==> src/hdl/cpu_pkg.sv <==
package cpu_pkg;

  //////////////////////////////
  // widths
  //////////////////////////////

  localparam int word_width     = 32;
  localparam int instr_width    = 32;
  localparam int reg_addr_width = 5;
  localparam int shamt_width    = 5;
  localparam int imm_width      = 16;
  localparam int opcode_width   = 6;
  localparam int alu_op_width   = 4;

  localparam int num_regs = 32;

  //////////////////////////////
  // instruction field positions
  //////////////////////////////

  localparam int opcode_msb = 31;
  localparam int opcode_lsb = 26;
  localparam int rs_msb     = 25;
  localparam int rs_lsb     = 21;
  localparam int rt_msb     = 20;
  localparam int rt_lsb     = 16;
  localparam int rd_msb     = 15;
  localparam int rd_lsb     = 11;
  localparam int shamt_msb  = 10;
  localparam int shamt_lsb  = 6;
  localparam int imm_msb    = 15;
  localparam int imm_lsb    = 0;

  typedef logic [word_width-1:0]     word_t;
  typedef logic [instr_width-1:0]    instr_t;
  typedef logic [reg_addr_width-1:0] reg_addr_t;
  typedef logic [shamt_width-1:0]    shamt_t;
  typedef logic [imm_width-1:0]      imm_t;

  // unlisted encodings decode as nop
  typedef enum logic [opcode_width-1:0] {
    op_nop  = 6'd0,
    op_add  = 6'd1,
    op_sub  = 6'd2,
    op_and  = 6'd3,
    op_or   = 6'd4,
    op_xor  = 6'd5,
    op_slt  = 6'd6,
    op_sll  = 6'd7,
    op_srl  = 6'd8,
    op_addi = 6'd9,
    op_andi = 6'd10,
    op_ori  = 6'd11,
    op_lui  = 6'd12
  } opcode_t;

  typedef enum logic [alu_op_width-1:0] {
    alu_add,
    alu_sub,
    alu_and,
    alu_or,
    alu_xor,
    alu_slt,
    alu_sll,
    alu_srl,
    alu_lui
  } alu_op_t;

endpackage

==> src/hdl/register_file.sv <==
`timescale 1ns/1ns

module register_file (
  input  logic               clk,
  input  logic               rst,
  input  cpu_pkg::reg_addr_t rd_addr_a,
  input  cpu_pkg::reg_addr_t rd_addr_b,
  output cpu_pkg::word_t     rd_data_a,
  output cpu_pkg::word_t     rd_data_b,
  input  logic               wr_en,
  input  cpu_pkg::reg_addr_t wr_addr,
  input  cpu_pkg::word_t     wr_data
);

  cpu_pkg::word_t regs [cpu_pkg::num_regs];

  // r0 hardwired, same-cycle write passes straight through
  function automatic cpu_pkg::word_t read_port(cpu_pkg::reg_addr_t addr);
    if (addr == '0) begin
      return '0;
    end
    if (wr_en && wr_addr == addr) begin
      return wr_data;
    end
    return regs[addr];
  endfunction

  always_ff @(posedge clk) begin
    if (rst) begin
      for (int i = 0; i < cpu_pkg::num_regs; i++) begin
        regs[i] <= '0;
      end
    end else if (wr_en) begin
      regs[wr_addr] <= wr_data;
    end
  end

  always_comb begin
    rd_data_a = read_port(rd_addr_a);
    rd_data_b = read_port(rd_addr_b);
  end

  // decode drops r0 destinations, so none reach the write port
  a_no_r0_write: assert property (@(posedge clk) disable iff (rst)
    !(wr_en && wr_addr == '0));

endmodule

==> src/hdl/decode_stage.sv <==
`timescale 1ns/1ns

module decode_stage (
  input  logic                clk,
  input  logic                rst,
  input  logic                instr_valid,
  input  cpu_pkg::instr_t     instr,
  input  cpu_pkg::word_t      rd_data_a,
  input  cpu_pkg::word_t      rd_data_b,
  output cpu_pkg::reg_addr_t  rd_addr_a,
  output cpu_pkg::reg_addr_t  rd_addr_b,
  output logic                ex_valid,
  output logic                ex_write,
  output cpu_pkg::alu_op_t    ex_alu_op,
  output cpu_pkg::reg_addr_t  ex_dest,
  output cpu_pkg::reg_addr_t  ex_rs,
  output cpu_pkg::reg_addr_t  ex_rt,
  output cpu_pkg::word_t      ex_a,
  output cpu_pkg::word_t      ex_b,
  output logic                ex_use_imm,
  output cpu_pkg::imm_t       ex_imm,
  output cpu_pkg::shamt_t     ex_shamt
);

  //////////////////////////////
  // field split
  //////////////////////////////

  cpu_pkg::opcode_t   opcode;
  cpu_pkg::reg_addr_t rs;
  cpu_pkg::reg_addr_t rt;
  cpu_pkg::reg_addr_t rd;
  cpu_pkg::shamt_t    shamt;
  cpu_pkg::imm_t      imm;

  assign opcode = cpu_pkg::opcode_t'(instr[cpu_pkg::opcode_msb:cpu_pkg::opcode_lsb]);
  assign rs     = instr[cpu_pkg::rs_msb:cpu_pkg::rs_lsb];
  assign rt     = instr[cpu_pkg::rt_msb:cpu_pkg::rt_lsb];
  assign rd     = instr[cpu_pkg::rd_msb:cpu_pkg::rd_lsb];
  assign shamt  = instr[cpu_pkg::shamt_msb:cpu_pkg::shamt_lsb];
  assign imm    = instr[cpu_pkg::imm_msb:cpu_pkg::imm_lsb];

  assign rd_addr_a = rs;
  assign rd_addr_b = rt;

  //////////////////////////////
  // control decode
  //////////////////////////////

  cpu_pkg::alu_op_t   alu_op;
  cpu_pkg::reg_addr_t dest;
  logic               writes;
  logic               use_imm;

  always_comb begin
    alu_op  = cpu_pkg::alu_add;
    dest    = rd;
    writes  = 1'b1;
    use_imm = 1'b0;
    case (opcode)
      cpu_pkg::op_add:  alu_op = cpu_pkg::alu_add;
      cpu_pkg::op_sub:  alu_op = cpu_pkg::alu_sub;
      cpu_pkg::op_and:  alu_op = cpu_pkg::alu_and;
      cpu_pkg::op_or:   alu_op = cpu_pkg::alu_or;
      cpu_pkg::op_xor:  alu_op = cpu_pkg::alu_xor;
      cpu_pkg::op_slt:  alu_op = cpu_pkg::alu_slt;
      cpu_pkg::op_sll:  alu_op = cpu_pkg::alu_sll;
      cpu_pkg::op_srl:  alu_op = cpu_pkg::alu_srl;
      // i-type ops target rt
      cpu_pkg::op_addi, cpu_pkg::op_andi, cpu_pkg::op_ori, cpu_pkg::op_lui: begin
        dest    = rt;
        use_imm = 1'b1;
        case (opcode)
          cpu_pkg::op_andi: alu_op = cpu_pkg::alu_and;
          cpu_pkg::op_ori:  alu_op = cpu_pkg::alu_or;
          cpu_pkg::op_lui:  alu_op = cpu_pkg::alu_lui;
          default:          alu_op = cpu_pkg::alu_add;
        endcase
      end
      // nop and anything undefined
      default: writes = 1'b0;
    endcase
    if (dest == '0) begin
      writes = 1'b0;
    end
  end

  //////////////////////////////
  // decode -> execute register
  //////////////////////////////

  always_ff @(posedge clk) begin
    if (rst) begin
      ex_valid   <= 1'b0;
      ex_write   <= 1'b0;
      ex_alu_op  <= cpu_pkg::alu_add;
      ex_dest    <= '0;
      ex_rs      <= '0;
      ex_rt      <= '0;
      ex_a       <= '0;
      ex_b       <= '0;
      ex_use_imm <= 1'b0;
      ex_imm     <= '0;
      ex_shamt   <= '0;
    end else begin
      ex_valid   <= instr_valid;
      ex_write   <= instr_valid && writes;
      ex_alu_op  <= alu_op;
      ex_dest    <= dest;
      ex_rs      <= rs;
      ex_rt      <= rt;
      ex_a       <= rd_data_a;
      ex_b       <= rd_data_b;
      ex_use_imm <= use_imm;
      ex_imm     <= imm;
      ex_shamt   <= shamt;
    end
  end

endmodule

==> src/hdl/execute_stage.sv <==
`timescale 1ns/1ns

module execute_stage (
  input  logic               ex_valid,
  input  logic               ex_write,
  input  cpu_pkg::alu_op_t   ex_alu_op,
  input  cpu_pkg::reg_addr_t ex_dest,
  input  cpu_pkg::reg_addr_t ex_rs,
  input  cpu_pkg::reg_addr_t ex_rt,
  input  cpu_pkg::word_t     ex_a,
  input  cpu_pkg::word_t     ex_b,
  input  logic               ex_use_imm,
  input  cpu_pkg::imm_t      ex_imm,
  input  cpu_pkg::shamt_t    ex_shamt,
  input  logic               wb_valid,
  input  cpu_pkg::reg_addr_t wb_addr,
  input  cpu_pkg::word_t     wb_data,
  output logic               res_valid,
  output logic               res_write,
  output cpu_pkg::reg_addr_t res_dest,
  output cpu_pkg::word_t     res_value
);

  //////////////////////////////
  // operand forwarding
  //////////////////////////////

  cpu_pkg::word_t opnd_a;
  cpu_pkg::word_t opnd_rt;
  cpu_pkg::word_t opnd_b;
  cpu_pkg::word_t imm_ext;

  // the instruction ahead sits in write-back while this one executes;
  // its value is newer than what decode read from the register file
  assign opnd_a  = (wb_valid && wb_addr == ex_rs) ? wb_data : ex_a;
  assign opnd_rt = (wb_valid && wb_addr == ex_rt) ? wb_data : ex_b;

  // zero extend
  assign imm_ext = {{(cpu_pkg::word_width - cpu_pkg::imm_width){1'b0}}, ex_imm};
  assign opnd_b  = ex_use_imm ? imm_ext : opnd_rt;

  //////////////////////////////
  // alu
  //////////////////////////////

  cpu_pkg::word_t alu_out;

  always_comb begin
    case (ex_alu_op)
      cpu_pkg::alu_add: alu_out = opnd_a + opnd_b;
      cpu_pkg::alu_sub: alu_out = opnd_a - opnd_b;
      cpu_pkg::alu_and: alu_out = opnd_a & opnd_b;
      cpu_pkg::alu_or:  alu_out = opnd_a | opnd_b;
      cpu_pkg::alu_xor: alu_out = opnd_a ^ opnd_b;
      // signed compare
      cpu_pkg::alu_slt: begin
        alu_out = cpu_pkg::word_t'($signed(opnd_a) < $signed(opnd_b));
      end
      // shifts act on rt, not rs
      cpu_pkg::alu_sll: alu_out = opnd_b << ex_shamt;
      cpu_pkg::alu_srl: alu_out = opnd_b >> ex_shamt;
      // immediate into the upper half
      cpu_pkg::alu_lui: alu_out = opnd_b << cpu_pkg::imm_width;
      default:          alu_out = '0;
    endcase
  end

  assign res_valid = ex_valid;
  assign res_write = ex_write;
  assign res_dest  = ex_dest;
  assign res_value = alu_out;

  // decode only ever emits listed alu ops
  always_comb begin
    if (ex_valid) begin
      a_known_alu_op: assert (ex_alu_op inside {
        cpu_pkg::alu_add, cpu_pkg::alu_sub, cpu_pkg::alu_and,
        cpu_pkg::alu_or, cpu_pkg::alu_xor, cpu_pkg::alu_slt,
        cpu_pkg::alu_sll, cpu_pkg::alu_srl, cpu_pkg::alu_lui});
    end
  end

endmodule

==> src/hdl/result_stage.sv <==
`timescale 1ns/1ns

module result_stage #(
  parameter int count_width = 16
) (
  input  logic                   clk,
  input  logic                   rst,
  input  logic                   res_valid,
  input  logic                   res_write,
  input  cpu_pkg::reg_addr_t     res_dest,
  input  cpu_pkg::word_t         res_value,
  output logic                   wb_valid,
  output cpu_pkg::reg_addr_t     wb_addr,
  output cpu_pkg::word_t         wb_data,
  output logic [count_width-1:0] retire_count
);

  //////////////////////////////
  // control
  //////////////////////////////

  always_ff @(posedge clk) begin
    if (rst) begin
      wb_valid     <= 1'b0;
      retire_count <= '0;
    end else begin
      wb_valid <= res_valid && res_write;
      // nops and r0 writes still retire
      if (res_valid) begin
        retire_count <= retire_count + 1'b1;
      end
    end
  end

  // payload
  always_ff @(posedge clk) begin
    wb_addr <= res_dest;
    wb_data <= res_value;
  end

  // nothing may come out of a freshly reset pipe
  a_wb_quiet_after_rst: assert property (@(posedge clk) rst |=> !wb_valid);

endmodule

==> src/hdl/processor.sv <==
`timescale 1ns/1ns

module processor #(
  parameter int count_width = 16
) (
  input  logic                   clk,
  input  logic                   rst,
  input  logic                   instr_valid,
  input  cpu_pkg::instr_t        instr,
  output logic                   wb_valid,
  output cpu_pkg::reg_addr_t     wb_addr,
  output cpu_pkg::word_t         wb_data,
  output logic [count_width-1:0] retire_count
);

  // register file read side
  cpu_pkg::reg_addr_t rd_addr_a;
  cpu_pkg::reg_addr_t rd_addr_b;
  cpu_pkg::word_t     rd_data_a;
  cpu_pkg::word_t     rd_data_b;

  // decode -> execute
  logic               ex_valid;
  logic               ex_write;
  cpu_pkg::alu_op_t   ex_alu_op;
  cpu_pkg::reg_addr_t ex_dest;
  cpu_pkg::reg_addr_t ex_rs;
  cpu_pkg::reg_addr_t ex_rt;
  cpu_pkg::word_t     ex_a;
  cpu_pkg::word_t     ex_b;
  logic               ex_use_imm;
  cpu_pkg::imm_t      ex_imm;
  cpu_pkg::shamt_t    ex_shamt;

  // execute -> result
  logic               res_valid;
  logic               res_write;
  cpu_pkg::reg_addr_t res_dest;
  cpu_pkg::word_t     res_value;

  //////////////////////////////
  // stages
  //////////////////////////////

  decode_stage u_decode (
    .clk         (clk),
    .rst         (rst),
    .instr_valid (instr_valid),
    .instr       (instr),
    .rd_data_a   (rd_data_a),
    .rd_data_b   (rd_data_b),
    .rd_addr_a   (rd_addr_a),
    .rd_addr_b   (rd_addr_b),
    .ex_valid    (ex_valid),
    .ex_write    (ex_write),
    .ex_alu_op   (ex_alu_op),
    .ex_dest     (ex_dest),
    .ex_rs       (ex_rs),
    .ex_rt       (ex_rt),
    .ex_a        (ex_a),
    .ex_b        (ex_b),
    .ex_use_imm  (ex_use_imm),
    .ex_imm      (ex_imm),
    .ex_shamt    (ex_shamt)
  );

  // written from the write-back ports
  register_file u_regs (
    .clk       (clk),
    .rst       (rst),
    .rd_addr_a (rd_addr_a),
    .rd_addr_b (rd_addr_b),
    .rd_data_a (rd_data_a),
    .rd_data_b (rd_data_b),
    .wr_en     (wb_valid),
    .wr_addr   (wb_addr),
    .wr_data   (wb_data)
  );

  execute_stage u_execute (
    .ex_valid   (ex_valid),
    .ex_write   (ex_write),
    .ex_alu_op  (ex_alu_op),
    .ex_dest    (ex_dest),
    .ex_rs      (ex_rs),
    .ex_rt      (ex_rt),
    .ex_a       (ex_a),
    .ex_b       (ex_b),
    .ex_use_imm (ex_use_imm),
    .ex_imm     (ex_imm),
    .ex_shamt   (ex_shamt),
    .wb_valid   (wb_valid),
    .wb_addr    (wb_addr),
    .wb_data    (wb_data),
    .res_valid  (res_valid),
    .res_write  (res_write),
    .res_dest   (res_dest),
    .res_value  (res_value)
  );

  result_stage #(
    .count_width (count_width)
  ) u_result (
    .clk          (clk),
    .rst          (rst),
    .res_valid    (res_valid),
    .res_write    (res_write),
    .res_dest     (res_dest),
    .res_value    (res_value),
    .wb_valid     (wb_valid),
    .wb_addr      (wb_addr),
    .wb_data      (wb_data),
    .retire_count (retire_count)
  );

endmodule

==> config.mk <==
export PLATFORM = sky130hd
export DESIGN_NAME = processor
export DESIGN_NICKNAME = d
export VERILOG_FILES = /design/src/hdl/cpu_pkg.sv /design/src/hdl/register_file.sv /design/src/hdl/decode_stage.sv /design/src/hdl/execute_stage.sv /design/src/hdl/result_stage.sv /design/src/hdl/processor.sv
export SDC_FILE = /design/constraint.sdc
export NUM_CORES = 2
export LEC_CHECK = 0
export ABC_CLOCK_PERIOD_IN_PS = 5400
export BUFFER_PORTS_ARGS = -buffer_cell sky130_fd_sc_hd__buf_2
export CAP_MARGIN = 25
export CORE_ASPECT_RATIO = 0.5
export CORE_MARGIN = 10
export CORE_UTILIZATION = 40
export DETAILED_ROUTE_END_ITERATION = 12
export SLEW_MARGIN = 10
export SYNTH_ARGS = -nofsm -noshare
export SYNTH_HDL_FRONTEND = slang
export SYNTH_SLANG_ARGS = --single-unit
==> constraint.sdc <==
create_clock -name clk -period 5.4 [get_ports clk]
set_input_delay 0.27 -clock clk [delete_from_list [all_inputs] [get_ports clk]]
set_output_delay 0.27 -clock clk [all_outputs]
set_load 0.02 [all_outputs]
==> impl_results.md <==
- Initial Util: 40.4%
- GR Overflow Total: 0
- Vias in the first global route: 55840
- Clock period minus worst slack: 5.14 ns
- Via count: 57870
- Worst-path clk slew: 0.07 ns
- Die H: 317 µm
- Relative slew margins: 17.4%
- Global-route wire length before repair: 437000 µm
- Initial antenna violation count: 32
- Number of port buffers: 88
- Routed Antenna Nets: 0
- CP endpoint kind: flip-flop
- Post-Route WL: 317000 µm
- Dpl hpwl: 208000 µm
- Power Density: 310 nW/µm²
- Crit-path slowest cell: a2bb2oi_1
- CTS root buf: clkbuf_16
- Register Area: 33900 µm²
- WP data required: 6.04 ns
- Placed cell areas: 74900 µm²
- Drt drc: 0
- Final Max Tran Viols: 0
- Min-Delay Path Class: in2reg
- Largest net degree at the start of global routing: 69
- Final Wtd Congestion: 1.04
- Final net count: 6382
- Inserted Clock Buffers: 115
- Yosys cell types: 96
- Max_cap viols: 0
- Most frequent cells in the layout: edfxtp_1 (1024), and2_1 (939), mux2i_1 (450)
- Layout cells sized above 1: 19.2%
- Critical Path, Cell by Cell: xor2_1 > buf_4 > nor2_4 > buf_4 > a31oi_1 > a2bb2oi_1 > inv_1 > ha_1 > nor2b_1 > o21ai_0 > o2111ai_1 > nor2b_1 > buf_4 > o21ai_0 > a221oi_1 > buf_4 > a221oi_1 > a221oi_1 > o211ai_1
- Nature of the critical path startpoint: flip-flop
- # fillers: 15882
- Worst path max stage delay: 0.53 ns
- Peak Freq: 194 MHz
- Via density: 6.69
- TNS Setup: 0 ns
- Hold path startpoint: instr[25]
- Reg-to-reg startpoint: u_result.wb_addr[2]
- Die area: 194000 µm²
- Buf+Inv Stages, Crit Path: 5
- Synth Register Bits: 1180
- Worst Path Max Fanout: 15
- Worst path most repeated cell: buf_4
- Synth Instances: 6238
- Synth warnings: 0
- FFs w/ async S/R, synth: 0%
- CP Class: reg2reg
- DRT Pass-1 Iters: 7
- CP delay by family, top: compound AO/OA/AOI/OAI gates
- Clk_skew: 0.0452 ns
- Syn avg cell area: 11.3 µm²
- Setup violators final: 0
- Top Ports: 89
- Worst VDD drop: 0.307 mV
- Fin crit share: 95.2%
- Routed WL per cell: 36.6 µm
- Synthesized cell area: 70400 µm²
- Post-CTS setup buffer count: 0
- Worst EP arrival: 5.78 ns
- Crit path from: u_result.wb_addr[2]
- H-tree levels: 3
- Leakage: 0.0293 µW
- Commonest non-fill, non-tap cell in the layout: edfxtp_1
- Final Hold Viols: 0
- Design Area, Final: 79000 µm²
- Area of the core: 174000 µm²
- Area Growth Syn to Fin: 12.2%
- Sequential area share after synthesis: 48.1%
- EDFF count, synth: 1024
- Worst skew pair latency: 0.80 ns
- Die width: 613 µm
- Multi-input logic area: 34100 µm²
- Worst Max-Slew Pin Slew: 1.23 ns
- Syn Nets: 6372
- RSZ-0062 raised after global routing: false
- Placement Rows: 108
- Clk sinks: 1180
- CTS tree: yes
- Clk buf depth: 3
- Status: finished, final reports clean
- Ys flop type: edfxtp_1
- Global Route Usage Sum: 31.4%
- DRT iter0 DRCs: 9318
## layout make-up
cell class	count	share of cell area (%)
multi-input cells	4331	43.1
flip-flops and latches	1180	42.9
repair buffers	509	5.15
clock buffers	151	3.96
well taps	2310	3.66
clock inverters	55	0.670
inverters	111	0.527
diodes	8	0.0253
## power breakdown
part | leakage [µW] | switching (µW) | internal [µW]
clock | 0.00179 | 3840 | 4370
sequential | 0.0119 | 375 | 10300
combinational | 0.0157 | 4030 | 1620
total | 0.0293 | 8250 | 16300
## layer usage
layer,share of wire [%],global-route usage (%),up-vias
li1,-,-,23462
met1,37,40.5,29090
met2,43,46.8,4413
met3,13,10.6,891
met4,6.5,17.1,14
met5,0.029,0,-
## logic make-up (layout without fill, tap and decap cells)
group	count (synthesis)	after routing	share of synthesized area (%)
compound gates	1376	1376	13.0
other cells	0	8	0
mux	896	896	17.8
buf+inv	727	826	4.00
fa+ha+maj	99	99	1.78
flops	1180	1180	48.1
simple gates	1911	1911	14.7
xor+xnor	49	49	0.631
## metrics by stage
step | instances | power [µW] | hold WS [ns] | util, % | worst slack (ns)
2_1_floorplan | 6238 | 13500 | 0.310 | - | 0.837
3_3_place_gp | 8390 | 16200 | 0.329 | 42.9 | 0.256
3_5_place_dp | 8398 | 16200 | 0.322 | 43.0 | 0.367
4_1_cts | 8635 | 24300 | 0.0390 | 45.3 | 0.345
5_1_grt | 8648 | 25000 | 0.0550 | 45.3 | 0.122
6_report | 8655 | 24500 | 0.0979 | 45.4 | 0.258
## registers in the layout, indices dropped and copies added, names as in the netlist
signal	count
u_decode.ex_b	32
u_decode.ex_a	32
u_decode.ex_valid	1
u_decode.ex_rs	5
u_decode.ex_rt	5
u_result.wb_addr	5
u_decode.ex_shamt	4
u_result.wb_data	32
u_decode.ex_write	1
u_decode.ex_dest	5
u_decode.ex_alu_op	4
u_decode.ex_imm	12
u_decode.ex_use_imm	1
u_result.retire_count	16
u_result.wb_valid	1
u_regs.regs	1024
## synth_stat cells, types with 73 or more instances
master | n | area share (%)
a21oi_1 | 314 | 2.2
edfxtp_1 | 1024 | 44
nor2_1 | 350 | 1.9
mux2i_1 | 450 | 6.4
mux2_2 | 178 | 2.8
a221oi_1 | 158 | 2.0
dfxtp_1 | 156 | 4.4
o211ai_1 | 150 | 1.6
o21ai_0 | 296 | 2.1
nor3_1 | 138 | 0.98
mux4_2 | 265 | 8.5
clkbuf_1 | 511 | 2.7
buf_1 | 73 | 0.39
ha_1 | 97 | 1.7
nand2_1 | 224 | 1.2
a22oi_1 | 151 | 1.6
and2_1 | 939 | 8.3
inv_1 | 106 | 0.56
## final timing paths
path | endpoint | slack [ns] | cells past startpoint
setup / recovery | u_result.wb_data[25] | 0.26 | 19
hold / removal | u_decode.ex_rs[4] | 0.1 | 2
setup reg to reg | u_result.wb_data[25] | 0.26 | 19
hold reg to reg | u_result.wb_addr[2] | 0.33 | 0
## timing repair
action / 4_1_cts / 5_1_grt
setup endpoints to repair: 0 / 2
endpoints found under the hold margin: 28 / 0
hold buffers: 31 / 0
resized for setup: 0 / 1
(Power assumes the default switching activity.)
